## src/include/stats_settings.svh

```systemverilog
// sizes and pipeline depth of the statistics counter subsystem
`ifndef STATS_SETTINGS_SVH
`define STATS_SETTINGS_SVH

// event sources, one counter each
`define STAT_SOURCES 4
`define STAT_ID_W 2

// increment widths
`define STAT_EVENT_W 8
`define STAT_INC_W 16

// counter held as two bus words
`define STAT_COUNT_W 64

`define AXIL_ADDR_W 8
`define AXIL_DATA_W 32

// read-modify-write depth, at least 2
`define STAT_PIPELINE 2

`endif
```

## src/source/stats_pkg.sv

```systemverilog
// id, increment, pending-sum and counter types for the statistics path
`include "stats_settings.svh"

package stats_pkg;

    // source number, also the counter index
    typedef logic [`STAT_ID_W-1:0] stat_id_t;

    // one event from a source
    typedef logic [`STAT_EVENT_W-1:0] stat_event_t;

    // pending sum and stream increment
    typedef logic [`STAT_INC_W-1:0] stat_inc_t;

    // counter value in RAM
    typedef logic [`STAT_COUNT_W-1:0] stat_count_t;

endpackage

```

## src/source/stat_stream_if.sv

```systemverilog
// interface for the tagged increment stream with source and sink modports
`timescale 1ns/100ps

interface stat_stream_if
    import stats_pkg::*;
();

    logic tvalid;
    logic tready;
    stat_inc_t tdata;
    stat_id_t tid;

    // arbiter side
    modport src (
        output tvalid,
        output tdata,
        output tid,
        input  tready
    );

    // counter side
    modport snk (
        input  tvalid,
        input  tdata,
        input  tid,
        output tready
    );

endinterface

```

## src/source/stats_top.sv

```systemverilog
// stats_top: event collector, arbiter and counter block joined with plain ports
`timescale 1ns/100ps
`include "stats_settings.svh"

module stats_top
    import stats_pkg::*;
(
    input  logic                              clk,
    input  logic                              rst,

    input  logic [`STAT_SOURCES-1:0]          event_valid,
    input  stat_event_t [`STAT_SOURCES-1:0]   event_inc,
    output logic [`STAT_SOURCES-1:0]          event_ready,

    input  logic [`AXIL_ADDR_W-1:0]           araddr,
    input  logic                              arvalid,
    output logic                              arready,
    output logic [`AXIL_DATA_W-1:0]           rdata,
    output logic [1:0]                        rresp,
    output logic                              rvalid,
    input  logic                              rready,

    // write address and data are not decoded
    input  logic [`AXIL_ADDR_W-1:0]           awaddr,
    input  logic                              awvalid,
    output logic                              awready,
    input  logic [`AXIL_DATA_W-1:0]           wdata,
    input  logic [`AXIL_DATA_W/8-1:0]         wstrb,
    input  logic                              wvalid,
    output logic                              wready,
    output logic [1:0]                        bresp,
    output logic                              bvalid,
    input  logic                              bready
);

    logic [`STAT_SOURCES-1:0] pending_valid;
    stat_inc_t [`STAT_SOURCES-1:0] pending;
    logic [`STAT_SOURCES-1:0] take;

    stat_stream_if stat ();

    stat_event_collector u_collector (
        .clk           (clk),
        .rst           (rst),
        .event_valid   (event_valid),
        .event_inc     (event_inc),
        .event_ready   (event_ready),
        .pending_valid (pending_valid),
        .pending       (pending),
        .take          (take)
    );

    stat_stream_arbiter u_arbiter (
        .clk           (clk),
        .rst           (rst),
        .pending_valid (pending_valid),
        .pending       (pending),
        .take          (take),
        .stat          (stat.src)
    );

    stats_counter u_counter (
        .clk     (clk),
        .rst     (rst),
        .stat    (stat.snk),
        .araddr  (araddr),
        .arvalid (arvalid),
        .arready (arready),
        .rdata   (rdata),
        .rresp   (rresp),
        .rvalid  (rvalid),
        .rready  (rready),
        .awvalid (awvalid),
        .awready (awready),
        .wvalid  (wvalid),
        .wready  (wready),
        .bresp   (bresp),
        .bvalid  (bvalid),
        .bready  (bready)
    );

endmodule

```

## src/source/stats_counter.sv

```systemverilog
// RAM counter block with init sweep, accumulate pipeline and AXI-Lite port
`timescale 1ns/100ps
`include "stats_settings.svh"

module stats_counter
    import stats_pkg::*;
(
    input  logic                      clk,
    input  logic                      rst,

    stat_stream_if.snk                stat,

    input  logic [`AXIL_ADDR_W-1:0]   araddr,
    input  logic                      arvalid,
    output logic                      arready,
    output logic [`AXIL_DATA_W-1:0]   rdata,
    output logic [1:0]                rresp,
    output logic                      rvalid,
    input  logic                      rready,

    input  logic                      awvalid,
    output logic                      awready,
    input  logic                      wvalid,
    output logic                      wready,
    output logic [1:0]                bresp,
    output logic                      bvalid,
    input  logic                      bready
);

    localparam int PIPE = `STAT_PIPELINE;
    localparam int DATA_W = `AXIL_DATA_W;
    localparam int ID_SHIFT = $clog2(`STAT_COUNT_W / 8);
    localparam int WORD_SHIFT = $clog2(DATA_W / 8);
    localparam int WORD_W = $clog2(`STAT_COUNT_W / DATA_W);
    localparam logic [1:0] RESP_OKAY = 2'b00;

    logic init_reg;
    stat_id_t init_ptr_reg;

    // per-stage operation tags
    logic [PIPE-1:0] op_rd_reg;
    logic [PIPE-1:0] op_acc_reg;

    // per-stage payload
    stat_id_t id_pipe_reg [PIPE];
    logic [WORD_W-1:0] word_pipe_reg [PIPE];
    stat_inc_t inc_pipe_reg [PIPE];

    logic tready_reg;
    logic arready_reg;
    logic rvalid_reg;
    logic [DATA_W-1:0] rdata_reg;
    logic awready_reg;
    logic wready_reg;
    logic bvalid_reg;

    stat_count_t mem [2**`STAT_ID_W];
    stat_count_t mem_rd_data_reg;
    stat_count_t mem_rd_pipe_reg [1:PIPE-1];
    stat_id_t mem_wr_addr;
    stat_count_t mem_wr_data;
    logic mem_wr_en;

    stat_id_t ar_id;
    logic [WORD_W-1:0] ar_word;
    stat_id_t start_id;
    logic hazard;
    logic rd_start;
    logic acc_start;
    logic wr_start;

    assign stat.tready = tready_reg;

    assign arready = arready_reg;
    assign rdata = rdata_reg;
    assign rresp = RESP_OKAY;
    assign rvalid = rvalid_reg;

    assign awready = awready_reg;
    assign wready = wready_reg;
    assign bresp = RESP_OKAY;
    assign bvalid = bvalid_reg;

    // id x 8 + word x 4
    assign ar_id = stat_id_t'(araddr >> ID_SHIFT);
    assign ar_word = WORD_W'(araddr >> WORD_SHIFT);

    // same id anywhere in flight blocks the increment
    always_comb begin
        hazard = 1'b0;
        for (int j = 0; j < PIPE; j++) begin
            if ((op_rd_reg[j] || op_acc_reg[j]) && id_pipe_reg[j] == stat.tid) begin
                hazard = 1'b1;
            end
        end
    end

    // reads win over increments and run one at a time
    assign rd_start = !init_reg && arvalid && (!rvalid_reg || rready) && op_rd_reg == '0;
    assign acc_start = !init_reg && !rd_start && stat.tvalid && !tready_reg && !hazard;
    assign start_id = rd_start ? ar_id : stat.tid;

    // writes are acknowledged and their data dropped
    assign wr_start = !init_reg && awvalid && wvalid && (!bvalid_reg || bready)
        && !awready_reg && !wready_reg;

    always_comb begin
        if (init_reg) begin
            mem_wr_en = 1'b1;
            mem_wr_addr = init_ptr_reg;
            mem_wr_data = '0;
        end else begin
            mem_wr_en = op_acc_reg[PIPE-1];
            mem_wr_addr = id_pipe_reg[PIPE-1];
            mem_wr_data = mem_rd_pipe_reg[PIPE-1] + stat_count_t'(inc_pipe_reg[PIPE-1]);
        end
    end

    always_ff @(posedge clk) begin
        if (rst) begin
            init_reg <= 1'b1;
            init_ptr_reg <= '0;
            op_rd_reg <= '0;
            op_acc_reg <= '0;
            tready_reg <= 1'b0;
            arready_reg <= 1'b0;
            rvalid_reg <= 1'b0;
            awready_reg <= 1'b0;
            wready_reg <= 1'b0;
            bvalid_reg <= 1'b0;
        end else begin
            if (init_reg) begin
                init_ptr_reg <= init_ptr_reg + 1'b1;
                if (&init_ptr_reg) begin
                    init_reg <= 1'b0;
                end
            end
            op_rd_reg <= {op_rd_reg[PIPE-2:0], rd_start};
            op_acc_reg <= {op_acc_reg[PIPE-2:0], acc_start};
            tready_reg <= acc_start;
            arready_reg <= rd_start;
            rvalid_reg <= op_rd_reg[PIPE-1] || (rvalid_reg && !rready);
            awready_reg <= wr_start;
            wready_reg <= wr_start;
            // response once address and data have been taken
            bvalid_reg <= awready_reg || (bvalid_reg && !bready);
        end
    end

    // stage payload moves every cycle and the tags say what is live
    always_ff @(posedge clk) begin
        id_pipe_reg[0] <= start_id;
        word_pipe_reg[0] <= ar_word;
        inc_pipe_reg[0] <= stat.tdata;
        for (int j = 1; j < PIPE; j++) begin
            id_pipe_reg[j] <= id_pipe_reg[j-1];
            word_pipe_reg[j] <= word_pipe_reg[j-1];
            inc_pipe_reg[j] <= inc_pipe_reg[j-1];
        end

        if (op_rd_reg[PIPE-1]) begin
            rdata_reg <= DATA_W'(mem_rd_pipe_reg[PIPE-1] >> (word_pipe_reg[PIPE-1] * DATA_W));
        end
    end

    // counter RAM
    always_ff @(posedge clk) begin
        if (mem_wr_en) begin
            mem[mem_wr_addr] <= mem_wr_data;
        end
        mem_rd_data_reg <= mem[start_id];
        mem_rd_pipe_reg[1] <= mem_rd_data_reg;
        for (int j = 2; j < PIPE; j++) begin
            mem_rd_pipe_reg[j] <= mem_rd_pipe_reg[j-1];
        end
    end

endmodule

```

## src/source/stat_stream_arbiter.sv

```systemverilog
// stat_stream_arbiter: round-robin pick of pending sums into the increment stream
`timescale 1ns/100ps
`include "stats_settings.svh"

module stat_stream_arbiter
    import stats_pkg::*;
(
    input  logic                              clk,
    input  logic                              rst,

    input  logic [`STAT_SOURCES-1:0]          pending_valid,
    input  stat_inc_t [`STAT_SOURCES-1:0]     pending,
    output logic [`STAT_SOURCES-1:0]          take,

    stat_stream_if.src                        stat
);

    stat_id_t last_reg;
    stat_id_t cand;
    stat_id_t pick;
    logic found;
    logic load;

    logic out_valid_reg;
    stat_inc_t out_data_reg;
    stat_id_t out_id_reg;

    assign stat.tvalid = out_valid_reg;
    assign stat.tdata = out_data_reg;
    assign stat.tid = out_id_reg;

    // register empty or draining this cycle
    assign load = !out_valid_reg || stat.tready;

    // search starts just after the last winner
    always_comb begin
        found = 1'b0;
        pick = last_reg;
        cand = last_reg;
        for (int k = 1; k <= `STAT_SOURCES; k++) begin
            cand = stat_id_t'(last_reg + k);
            if (!found && pending_valid[cand]) begin
                found = 1'b1;
                pick = cand;
            end
        end

        take = '0;
        if (load && found) begin
            take[pick] = 1'b1;
        end
    end

    always_ff @(posedge clk) begin
        if (rst) begin
            out_valid_reg <= 1'b0;
            last_reg <= '0;
        end else if (load) begin
            out_valid_reg <= found;
            if (found) begin
                last_reg <= pick;
            end
        end
    end

    always_ff @(posedge clk) begin
        if (load && found) begin
            out_data_reg <= pending[pick];
            out_id_reg <= pick;
        end
    end

endmodule

```

## src/source/stat_event_collector.sv

```systemverilog
// stat_event_collector: per-source pending sums with event back-pressure
`timescale 1ns/100ps
`include "stats_settings.svh"

module stat_event_collector
    import stats_pkg::*;
(
    input  logic                              clk,
    input  logic                              rst,

    input  logic [`STAT_SOURCES-1:0]          event_valid,
    input  stat_event_t [`STAT_SOURCES-1:0]   event_inc,
    output logic [`STAT_SOURCES-1:0]          event_ready,

    output logic [`STAT_SOURCES-1:0]          pending_valid,
    output stat_inc_t [`STAT_SOURCES-1:0]     pending,
    input  logic [`STAT_SOURCES-1:0]          take
);

    logic [`STAT_SOURCES-1:0] accept;

    // a sum with its top bit clear still has room for one more event
    always_comb begin
        for (int i = 0; i < `STAT_SOURCES; i++) begin
            event_ready[i] = !pending[i][`STAT_INC_W-1];
            accept[i] = event_valid[i] && event_ready[i];
            pending_valid[i] = |pending[i];
        end
    end

    always_ff @(posedge clk) begin
        if (rst) begin
            pending <= '0;
        end else begin
            for (int i = 0; i < `STAT_SOURCES; i++) begin
                if (take[i]) begin
                    // old sum handed over, keep only the new event
                    if (accept[i]) begin
                        pending[i] <= stat_inc_t'(event_inc[i]);
                    end else begin
                        pending[i] <= '0;
                    end
                end else if (accept[i]) begin
                    pending[i] <= pending[i] + stat_inc_t'(event_inc[i]);
                end
            end
        end
    end

endmodule

```

## config.mk

```make
export PLATFORM = sky130hd
export DESIGN_NAME = stats_top
export DESIGN_NICKNAME = d
export VERILOG_FILES = /design/src/source/stats_pkg.sv /design/src/source/stat_stream_if.sv /design/src/source/stats_top.sv /design/src/source/stats_counter.sv /design/src/source/stat_stream_arbiter.sv /design/src/source/stat_event_collector.sv
export VERILOG_INCLUDE_DIRS = /design/src /design/src/include
export SDC_FILE = /design/constraint.sdc
export NUM_CORES = 1
export LEC_CHECK = 0
export ABC_CLOCK_PERIOD_IN_PS = 7150
export BUFFER_PORTS_ARGS = -buffer_cell sky130_fd_sc_hd__buf_2
export CAP_MARGIN = 20
export CELL_PAD_IN_SITES_DETAIL_PLACEMENT = 1
export CELL_PAD_IN_SITES_GLOBAL_PLACEMENT = 1
export CORE_AREA = 8 8 286 178
export DETAILED_ROUTE_END_ITERATION = 7
export DIE_AREA = 0 0 294 186
export PLACE_DENSITY = 0.78
export SLEW_MARGIN = 20
export SYNTH_ARGS = -nofsm -noshare
export SYNTH_HDL_FRONTEND = slang
export SYNTH_SLANG_ARGS = --single-unit
```

## constraint.sdc

```tcl
create_clock -name clk -period 7.15 [get_ports clk]
set_input_delay 1.43 -clock clk [delete_from_list [all_inputs] [get_ports clk]]
set_output_delay 1.43 -clock clk [all_outputs]
set_load 0.01 [all_outputs]
```

==> qor.csv, run 1 <==
stage,metric,value,unit
sta,hold_viol_final,0,
die,fp.dieW,294,µm
synth,synth.distinct_cells,73,
sta,setup_viol,0,
synth,async_flop_share,0,%
routing,ant_nets,0,
power_and_ir_drop,ir_drop,0.0002704,V
clock_tree,cts_buffers,49,
cells_and_area,nNetsFinal,2188,
critical_path,start_kind,flip-flop,
clock_tree,cts_num_sinks,549,
critical_path,path_cells,ha_1 -> inv_1 -> fa_1 -> nand2b_1 -> a21o_1 -> a21oi_1 -> o31a_1 -> o2111ai_2 -> or3_1 -> a21oi_1,
placed_design,place_congestion,0.9151,
clock_tree,postCtsSetupRepairBufs,0,
synth,yosys_warnings,0,
sta,relSlewSlack,25.18,%
synth,synth_area,22520,µm²
cells_and_area,fillers,4855,
critical_path,crit_slowest_cell,o31a_1,
die,fp-row-count,62,
clock_tree,cts_resized,0,
power_and_ir_drop,share_comb_of_total_power,33.6,%
sta,fin_skew,34.85,ps
clock_tree,clockBufferDepth,3,
critical_path,cp.buffers_inverters,1,
critical_path,critPathKind,reg2reg,
run_status,status,"complete, no violations",
sta,fin_tns_setup,0,ps
placed_design,post-dp-hpwl,41010,µm
global_routing,grt_util_met2,36.48,%
global_routing,use_met1,33.30,%
clock_tree,worstSkewPairLatency,590,ps
clock_tree,cts.reportedPaths.clkPinSlew,70,ps
clock_tree,htreeDepth,2,
critical_path,critPathTopFamily,compound AO/OA/AOI/OAI gates,
sta,min_period,3958,ps
die,die_y,186,µm
critical_path,cp_common_cell,a21oi_1,
sta,rsz0062_at_grt,false,
cells_and_area,largest_register_ffs,256,
clock_tree,cts_tree,done,
sta,hold_ws,319.6,ps
synth,synth-main-ff-cell,edfxtp_1,
clock_tree,hold_buffers,0,
cells_and_area,n_antenna_cell,0,
sta,fmax,0.2526,GHz
synth,synth_edf_count,306,
critical_path,crit_arrival,4290,ps
power_and_ir_drop,leakage,9.317,nW
synth,ys_seq_area_share,62.40,%
clock_tree,cts-root-buf,clkbuf_16,
routing,drc_errors,0,
sta,worst_pin_slew,1122,ps
die,core_area,46780,µm²
global_routing,gr-usage-met3,4.384,%
die,ios,140,
synth,synthCells,1979,
global_routing,grt_max_degree,129,
job,drv_cap,0,
power_and_ir_drop,clockPowerShare,22.7,%
critical_path,endpoint_kind,flip-flop,
power_and_ir_drop,p_sw,4.375,mW
critical_path,max_stage_delay,530,ps
power_and_ir_drop,sw_frac_of_total,37.95,%
cells_and_area,top_register,u_counter.mem,
routing,vias,16220,
power_and_ir_drop,p_per_area,456.9,nW/µm²
routing,routed_wl,64440,µm
global_routing,antenna_found_initial,1,
min_path,hp-class,reg2reg,
synth,avgSynthCellArea,11.38,µm²
power_and_ir_drop,seq_power_share,43.7,%
global_routing,grt_pass1_wl,99160,µm
global_routing,grt_pass1_vias,16960,
sta,finalCritPeriodShare,55.36,%
global_routing,track_usage,23.30,%
power_and_ir_drop,internal_power,7.154,mW
sta,slew_violations,0,
cells_and_area,syn2layout_area_growth,12.03,%
cells_and_area,layout-drive-gt1-share,12.31,%
cells_and_area,final_common_cell,nand2_1,
routing,drtPass1Iterations,5,
critical_path,worstPathRequired,7480,ps
global_routing,grt_remaining_overflow,0,
routing,wl_per_cell,23.69,µm
die,start_util,48.15,%
cells_and_area,mostFrequentLayoutCells,"nand2_1 (342), edfxtp_1 (306), dfxtp_1 (241), nor2_1 (95), and3_1 (92)",
global_routing,grt_busiest_layer,met2,
routing,drt_first_iter_violations,1408,
placed_design,port_buffers,86,
die,fp.dieArea,54680,µm²
routing,vias_per_cell,5.962,
critical_path,crit_fanout,14,
synth,ys_seq_elements,549,
Yosys cell counts, drive strengths merged, types with 6 or more instances:
master / count / area, µm²
and2: 6 / 37.54
buf: 14 / 81.33
xnor2: 45 / 394.1
ha: 49 / 613.1
o31ai: 18 / 135.1
nor2b: 19 / 118.9
mux4: 16 / 360.4
xor2: 20 / 175.2
nor3: 23 / 115.1
nand2: 342 / 1284
nand4: 23 / 158.9
a21oi: 87 / 435.4
nor2: 97 / 369.1
edfxtp: 306 / 9189
nand3: 57 / 285.3
and3: 92 / 575.6
a21o: 12 / 90.09
nor4: 20 / 152.6
or4: 16 / 120.1
a31oi: 74 / 462.9
and4: 8 / 72.57
inv: 68 / 255.2
dfxtp: 243 / 4865
o22ai: 6 / 37.54
a211oi: 18 / 140.1
o211ai: 9 / 72.57
o21ai: 74 / 370.3
o2111ai: 7 / 61.31
clkbuf: 83 / 311.6
mux2: 36 / 405.4
or3: 28 / 180.2
mux2i: 6 / 60.06
kinds of logic (layout without fill, tap and decap cells):
family	Yosys count	count (layout)	share of synthesized area (%)
AND/OR/NAND/NOR	750	750	16.02
flip-flops	549	549	62.40
multiplexers	58	58	3.667
XOR/XNOR	65	65	2.528
buffers and inverters	166	264	2.894
other	1	4	0.01665
adder cells (fa/ha/maj)	54	54	3.167
AO/OA/AOI/OAI	336	336	9.306
layer usage:
metal,part of all wire [%],vias up
li1,-,7302
met1,46,8279
met2,45,533
met3,7.0,101
met4,2.0,2
met5,0.014,-
final cells by class:
class                      instances  area (µm²)  share of cell area, %
inverter                          69       261.5                  1.036
tap                              640       800.8                  3.174
clock inverter                    21       216.5                 0.8579
timing repair buffer             103       581.8                  2.306
clock buffer                      71        1350                  5.351
sequential                       549       14060                  55.72
multi-input combinational       1267        7963                  31.56
final timing paths:
kind                                         from                                to  slack [ps]  cells after the start
setup reg to reg  u_counter.mem_rd_pipe_reg[1][0]              u_counter.mem[1][62]        3190                     10
setup / recovery  u_counter.mem_rd_pipe_reg[1][0]              u_counter.mem[1][62]        3190                     10
hold / removal      u_counter.mem_rd_data_reg[38]  u_counter.mem_rd_pipe_reg[1][38]         320                      0
hold reg to reg     u_counter.mem_rd_data_reg[38]  u_counter.mem_rd_pipe_reg[1][38]         320                      0
metrics by stage:
stage	total power [mW]	cells	instance area [µm²]	utilization [%]	setup WS, ps
2_1_floorplan	7.466	1982	22530	-	1015
6_report	11.53	2720	25230	53.94	3192
5_1_grt	12.11	2720	25230	53.94	3024
4_1_cts	11.48	2719	25200	53.87	3037
3_5_place_dp	8.777	2627	23630	50.52	2924
3_3_place_gp	8.535	2627	23630	50.52	2939
power groups by stage:
stage          sequential [mW]  clock, mW  combinational [mW]
2_1_floorplan             4.73          0                2.73
4_1_cts                   5.00       2.66                3.81
5_1_grt                   5.10       2.79                4.21
3_3_place_gp              4.99          0                3.55
3_5_place_dp              5.05          0                3.73
6_report                  5.03       2.62                3.87
(Power assumes the default switching activity.)
==> inputs of run 2 (changes only) <==
Settings changed: ABC_CLOCK_PERIOD_IN_PS 7150 to 3400, CORE_AREA 8 8 286 178 to 8 8 302 187, DIE_AREA 0 0 294 186 to 0 0 310 195, PLACE_DENSITY 0.78 to 0.74.
Clock period 7.15 ns to 3.4 ns, I/O delays scaled along.
==> run 2 against run 1 <==
Against the previous run:
- sequential share of layout area fell by 1.5 points
- combinational power grew 130%
- core utilization down 3.9 points
- global-route usage is 2.4 points lower
- sequential cell count unchanged
- critical endpoint is now u_counter.mem[1][44]
==> qor.csv, run 2 (synthesis gave the netlist of run 1 again) <==
stage,metric,value,unit,change
run_status,status,"complete, no violations",,
global_routing,grt_remaining_overflow,0,,unchanged
global_routing,grt_busiest_layer,met2,,
sta,finalCritPeriodShare,96.62,%,+41 points
clock_tree,cts-root-buf,clkbuf_16,,
power_and_ir_drop,share_comb_of_total_power,34.8,%,+1.2 points
min_path,hp-class,in2reg,,
clock_tree,htreeDepth,2,,unchanged
sta,fmax,0.3044,GHz,+20%
power_and_ir_drop,p_sw,9.381,mW,+110%
routing,vias_per_cell,5.695,,-4.5%
critical_path,start_kind,flip-flop,,
power_and_ir_drop,sw_frac_of_total,37.45,%,-0.49 points
power_and_ir_drop,clockPowerShare,23.8,%,+1.1 points
power_and_ir_drop,p_per_area,965.2,nW/µm²,+110%
sta,min_period,3285,ps,-673.2 ps
cells_and_area,top_register,u_counter.mem,,
critical_path,reg2reg_depth,10,,unchanged
cells_and_area,mostFrequentLayoutCells,"nand2_1 (342), edfxtp_1 (306), dfxtp_1 (241), nor2_1 (95), and3_1 (92)",,
die,fp-row-count,65,,+4.8%
clock_tree,cts_num_sinks,549,,unchanged
global_routing,grt_util_met2,31.45,%,-5.0 points
clock_tree,cts_tree,done,,
power_and_ir_drop,leakage,9.723,nW,+4.4%
power_and_ir_drop,ir_drop,0.0005228,V,+93%
cells_and_area,fillers,5529,,+14%
placed_design,port_buffers,86,,unchanged
cells_and_area,syn2layout_area_growth,15.21,%,
die,fp.dieArea,60450,µm²,+11%
placed_design,place_congestion,0.8882,,-2.9%
clock_tree,cts_buffers,50,,+2.0%
die,die_y,195,µm,+4.8%
routing,drt_first_iter_violations,1296,,-8.0%
global_routing,track_usage,20.89,%,-2.4 points
critical_path,crit_arrival,3640,ps,-650 ps
critical_path,crit_fanout,12,,-2
clock_tree,postCtsSetupRepairBufs,0,,unchanged
sta,hold_viol_final,0,,unchanged
routing,vias,16200,,-0.086%
sta,setup_viol,0,,unchanged
power_and_ir_drop,seq_power_share,41.4,%,-2.3 points
sta,relSlewSlack,31.76,%,+6.6 points
critical_path,worstPathRequired,3760,ps,-3720 ps
cells_and_area,final_common_cell,nand2_1,,
global_routing,use_met1,31.01,%,-2.3 points
sta,worst_pin_slew,1024,ps,-98.68 ps
cells_and_area,nNetsFinal,2248,,+2.7%
clock_tree,clockBufferDepth,3,,unchanged
power_and_ir_drop,total_power,25.05,mW,+120%
job,drv_cap,0,,unchanged
routing,ant_nets,0,,unchanged
die,core_area,51890,µm²,+11%
global_routing,grt_max_degree,79,,-39%
cells_and_area,layout-drive-gt1-share,15.33,%,+3.0 points
sta,fin_skew,39.71,ps,+4.853 ps
sta,slew_violations,0,,unchanged
routing,wl_per_cell,22.79,µm,-3.8%
critical_path,endpoint_kind,flip-flop,,
routing,drc_errors,0,,unchanged
routing,routed_wl,64830,µm,+0.62%
global_routing,grt_pass1_vias,16710,,-1.5%
clock_tree,hold_buffers,0,,unchanged
die,fp.dieW,310,µm,+5.4%
sta,rsz0062_at_grt,false,,
global_routing,grt_pass1_wl,98990,µm,-0.17%
cells_and_area,largest_register_ffs,256,,unchanged
routing,drtPass1Iterations,5,,unchanged
clock_tree,cts.reportedPaths.clkPinSlew,60,ps,about the same
power_and_ir_drop,internal_power,15.67,mW,+120%
global_routing,antenna_found_initial,5,,+4
critical_path,critPathKind,reg2reg,,
die,ios,140,,unchanged
min_path,hold_depth,1,,+1
global_routing,gr-usage-met3,3.954,%,-0.43 points
placed_design,post-dp-hpwl,42930,µm,+4.7%
clock_tree,cts_resized,0,,unchanged
sta,setup_slack,114.9,ps,-3077 ps
die,start_util,43.40,%,-4.7 points
clock_tree,worstSkewPairLatency,600,ps,about the same
placed_design,post-place-ws,214.9,ps,-2709 ps
==> run 2: worst paths after layout <==
kind                                                       from                                to  slack, ps
worst max-delay path            u_counter.mem_rd_pipe_reg[1][0]              u_counter.mem[1][44]        110
worst max register to register  u_counter.mem_rd_pipe_reg[1][0]              u_counter.mem[1][44]        110
worst min register to register    u_counter.mem_rd_data_reg[56]  u_counter.mem_rd_pipe_reg[1][56]        320
worst min-delay path                                  araddr[2]     u_counter.word_pipe_reg[0][0]        190
==> run 2: per-layer routing <==
metal  share of wire [%]  wire length [µm]  vias to the layer above
met4                 1.9              1207                        0
li1                    -                 -                     7427
met1                  47             30560                     8204
met5                   0                 0                        -
met2                  44             28420                      474
met3                 7.2              4645                       98
==> run 2: per-stage QoR <==
stage               instance area (µm²)  utilization [%]  setup TNS (ps)  cells  hold WS [ps]
floorplan                         22550                -         -197580   1982         309.6
global placement                  24220            46.67               0   2750         310.1
CTS                               25940            50.00               0   2843         165.5
finish                            25950            50.01               0   2845         194.2
global route                      25950            50.01               0   2845         178.7
detailed placement                24220            46.67               0   2750         313.5
==> run 2: power by group through the flow <==
| stage | combinational, mW | sequential [mW] | clock (mW) |
|---|---|---|---|
| finish | 8.71 | 10.4 | 5.96 |
| CTS | 8.69 | 10.3 | 6.06 |
| global route | 9.50 | 10.5 | 6.29 |
| floorplan | 5.75 | 9.92 | 0 |
| global placement | 8.20 | 10.3 | 0 |
| detailed placement | 8.59 | 10.4 | 0 |
==> run 2: worst max-delay path, cell delays in order (launching register included) <==
cell and delay [ps]:
dfxtp_1 330, ha_1 170, inv_1 60, fa_1 410
nand2b_1 190, a21o_1 220, a21oi_1 180, o31a_1 200
o21ai_1 330, or4_1 610, a21oi_1 360
==> run 2: layout make-up <==
class	instances	area [µm²]	area share [%]
multi-input cells	1267	7941	30.61
inverters	69	261.5	1.008
diodes	2	5.005	0.01929
well taps	703	879.6	3.390
clock inverters	30	342.8	1.321
repair buffers	162	1076	4.147
clock buffers	63	1383	5.328
flip-flops and latches	549	14060	54.18
==> inputs of run 3 (changes only) <==
Settings changed: SETUP_SLACK_MARGIN set to 0.15.
==> run 3 against run 2 <==
Against the previous run:
- count of clock-buffer cells in the layout unchanged
- total power about the same
- critical path depth down 3
- global-route usage unchanged
- setup slack better by 120 ps
- critical path type unchanged
- highest routed layer unchanged
==> qor.csv, run 3 (synthesis gave the netlist of run 1 again) <==
stage,metric,value,unit,change
cells_and_area,fillers,5528,,-0.018%
critical_path,critPathLaunch,u_counter.mem_rd_pipe_reg[1][27],,
placed_design,place_congestion,0.8882,,unchanged
critical_path,r2r_slack,230,ps,+120 ps
die,start_util,43.40,%,unchanged
run_status,status,"complete, no violations",,
power_and_ir_drop,ir_drop,0.0005216,V,-0.24%
sta,hold_viol_final,0,,unchanged
routing,vias_per_cell,5.709,,+0.25%
placed_design,port_buffers,86,,unchanged
global_routing,antenna_found_initial,5,,unchanged
power_and_ir_drop,total_power,25.04,mW,about the same
cells_and_area,mostFrequentLayoutCells,"nand2_1 (342), edfxtp_1 (306), dfxtp_1 (241), nor2_1 (95), and3_1 (92)",,
cells_and_area,final_common_cell,nand2_1,,
sta,relSlewSlack,30.56,%,-1.2 points
sta,fmax,0.3158,GHz,+3.7%
sta,fin_skew,40.17,ps,+0.4621 ps
critical_path,crit_fanout,17,,+5
cells_and_area,utilization,50.05,%,about the same
sta,worst_pin_slew,1042,ps,+18.03 ps
critical_path,critPathKind,reg2reg,,
power_and_ir_drop,leakage,9.723,nW,about the same
cells_and_area,syn2layout_area_growth,15.32,%,about the same
critical_path,crit_arrival,3550,ps,-90 ps
min_path,hp-class,in2reg,,
power_and_ir_drop,sw_frac_of_total,37.44,%,about the same
clock_tree,clockBufferDepth,3,,unchanged
global_routing,track_usage,20.89,%,unchanged
clock_tree,hold_buffers,0,,unchanged
routing,drc_errors,0,,unchanged
sta,finalCritPeriodShare,93.13,%,-3.5 points
cells_and_area,top_register,u_counter.mem,,
die,fp.dieArea,60450,µm²,unchanged
die,die_y,195,µm,unchanged
routing,met3_length,5091,µm,+9.6%
die,fp-row-count,65,,unchanged
routing,vias,16240,,+0.25%
critical_path,start_kind,flip-flop,,
sta,slew_violations,0,,unchanged
routing,drtPass1Iterations,5,,unchanged
critical_path,r2r-start,u_counter.mem_rd_pipe_reg[1][27],,
cells_and_area,largest_register_ffs,256,,unchanged
placed_design,post-dp-hpwl,42930,µm,unchanged
clock_tree,cts_tree,done,,
critical_path,worstPathRequired,3780,ps,+20 ps
power_and_ir_drop,internal_power,15.67,mW,about the same
sta,setup_viol,0,,unchanged
clock_tree,cts_num_sinks,549,,unchanged
die,fp.dieW,310,µm,unchanged
global_routing,grt_pass1_wl,98990,µm,unchanged
routing,drt_first_iter_violations,1309,,+1.0%
routing,wl_per_cell,22.79,µm,about the same
clock_tree,cts.reportedPaths.clkPinSlew,70,ps,about the same
critical_path,reg2reg_depth,7,,-3
routing,routed.top_layer,met4,,
power_and_ir_drop,seq_power_share,41.4,%,about the same
cells_and_area,nNetsFinal,2248,,unchanged
power_and_ir_drop,clockPowerShare,23.8,%,about the same
routing,wl_met1,30070,µm,-1.6%
job,drv_cap,0,,unchanged
power_and_ir_drop,p_sw,9.376,mW,about the same
critical_path,endpoint_kind,flip-flop,,
sta,hold_ws,193.0,ps,-1.177 ps
die,ios,140,,unchanged
clock_tree,cts_buffers,50,,unchanged
global_routing,grt_remaining_overflow,0,,unchanged
die,core_area,51890,µm²,unchanged
cells_and_area,layout-drive-gt1-share,15.65,%,+0.33 points
clock_tree,cts-root-buf,clkbuf_16,,
sta,min_period,3166,ps,-118.7 ps
clock_tree,worstSkewPairLatency,600,ps,about the same
routing,ant_nets,0,,unchanged
routing,routed_wl,64830,µm,about the same
power_and_ir_drop,share_comb_of_total_power,34.8,%,about the same
clock_tree,htreeDepth,2,,unchanged
global_routing,grt_pass1_vias,16710,,unchanged
critical_path,cp-endpoint,u_counter.mem[1][51],,
global_routing,grt_max_degree,79,,unchanged
clock_tree,cts_resized,0,,unchanged
clock_tree,postCtsSetupRepairBufs,0,,unchanged
critical_path,r2r-end,u_counter.mem[1][51],,
routing,dr_wl_met2,28440,µm,about the same
power_and_ir_drop,p_per_area,964.2,nW/µm²,-0.10%
sta,rsz0062_at_grt,true,,
-- run 3: cell count changes in the layout (fill, tap and decap cells not counted) --
cell,before,now
o21ai_1,3,2
and2_2,0,1
and2_1,5,4
a21oi_1,86,81
a21oi_2,0,5
o21ai_2,0,1
-- run 3: worst min path at each step --
stage | from | end | depth (start not counted)
6_report | araddr[2] | u_counter.word_pipe_reg[0][0] | 1
3_3_place_gp | u_counter.mem_rd_data_reg[25] | u_counter.mem_rd_pipe_reg[1][25] | 0
2_1_floorplan | u_counter.inc_pipe_reg[0][0] | u_counter.inc_pipe_reg[0][16] | 0
3_5_place_dp | u_counter.mem_rd_data_reg[12] | u_counter.mem_rd_pipe_reg[1][12] | 0
5_1_grt | araddr[2] | u_counter.word_pipe_reg[0][0] | 1
4_1_cts | araddr[2] | u_counter.word_pipe_reg[0][0] | 1
-- run 3: worst max-delay path: stages, from the launching register on --
cell     delay [ps]
dfxtp_1         430
and4_1          330
and4_4          310
nand4_4         160
or3_4           490
or4_1           580
or3_1           330
a21oi_1         310
-- run 3: cell type report --
cell class                      instances  area, µm²  share of cell area [%]
Antenna cell                            2      5.005                 0.01927
Clock buffer                           63       1383                   5.324
Clock inverter                         30      342.8                   1.320
Inverter                               69      261.5                   1.007
Multi-Input combinational cell       1267       7965                   30.67
Sequential cell                       549      14060                   54.13
Tap cell                              703      879.6                   3.387
Timing Repair Buffer                  162       1076                   4.143
-- run 3: metrics by stage --
stage	cells	worst slack (ps)	setup TNS, ps	cell area (µm²)
2_1_floorplan	1982	-1125	-197580	22550
3_3_place_gp	2750	268.1	0	24220
3_5_place_dp	2750	214.9	0	24220
4_1_cts	2843	198.1	0	25940
5_1_grt	2845	120.5	0	25970
6_report	2845	233.6	0	25970
-- run 3: power by group through the flow --
| stage | combinational, mW | clock, mW | sequential, mW |
|---|---|---|---|
| 5_1_grt | 9.51 | 6.29 | 10.5 |
| 6_report | 8.72 | 5.96 | 10.4 |
| 4_1_cts | 8.69 | 6.06 | 10.3 |
| 2_1_floorplan | 5.75 | 0 | 9.92 |
| 3_3_place_gp | 8.20 | 0 | 10.3 |
| 3_5_place_dp | 8.59 | 0 | 10.4 |
-- run 3: per-layer routing --
metal,up-vias,GRT usage [%]
li1,7416,-
met4,0,4.745
met2,519,31.45
met5,-,0
met1,8209,31.01
met3,99,3.954
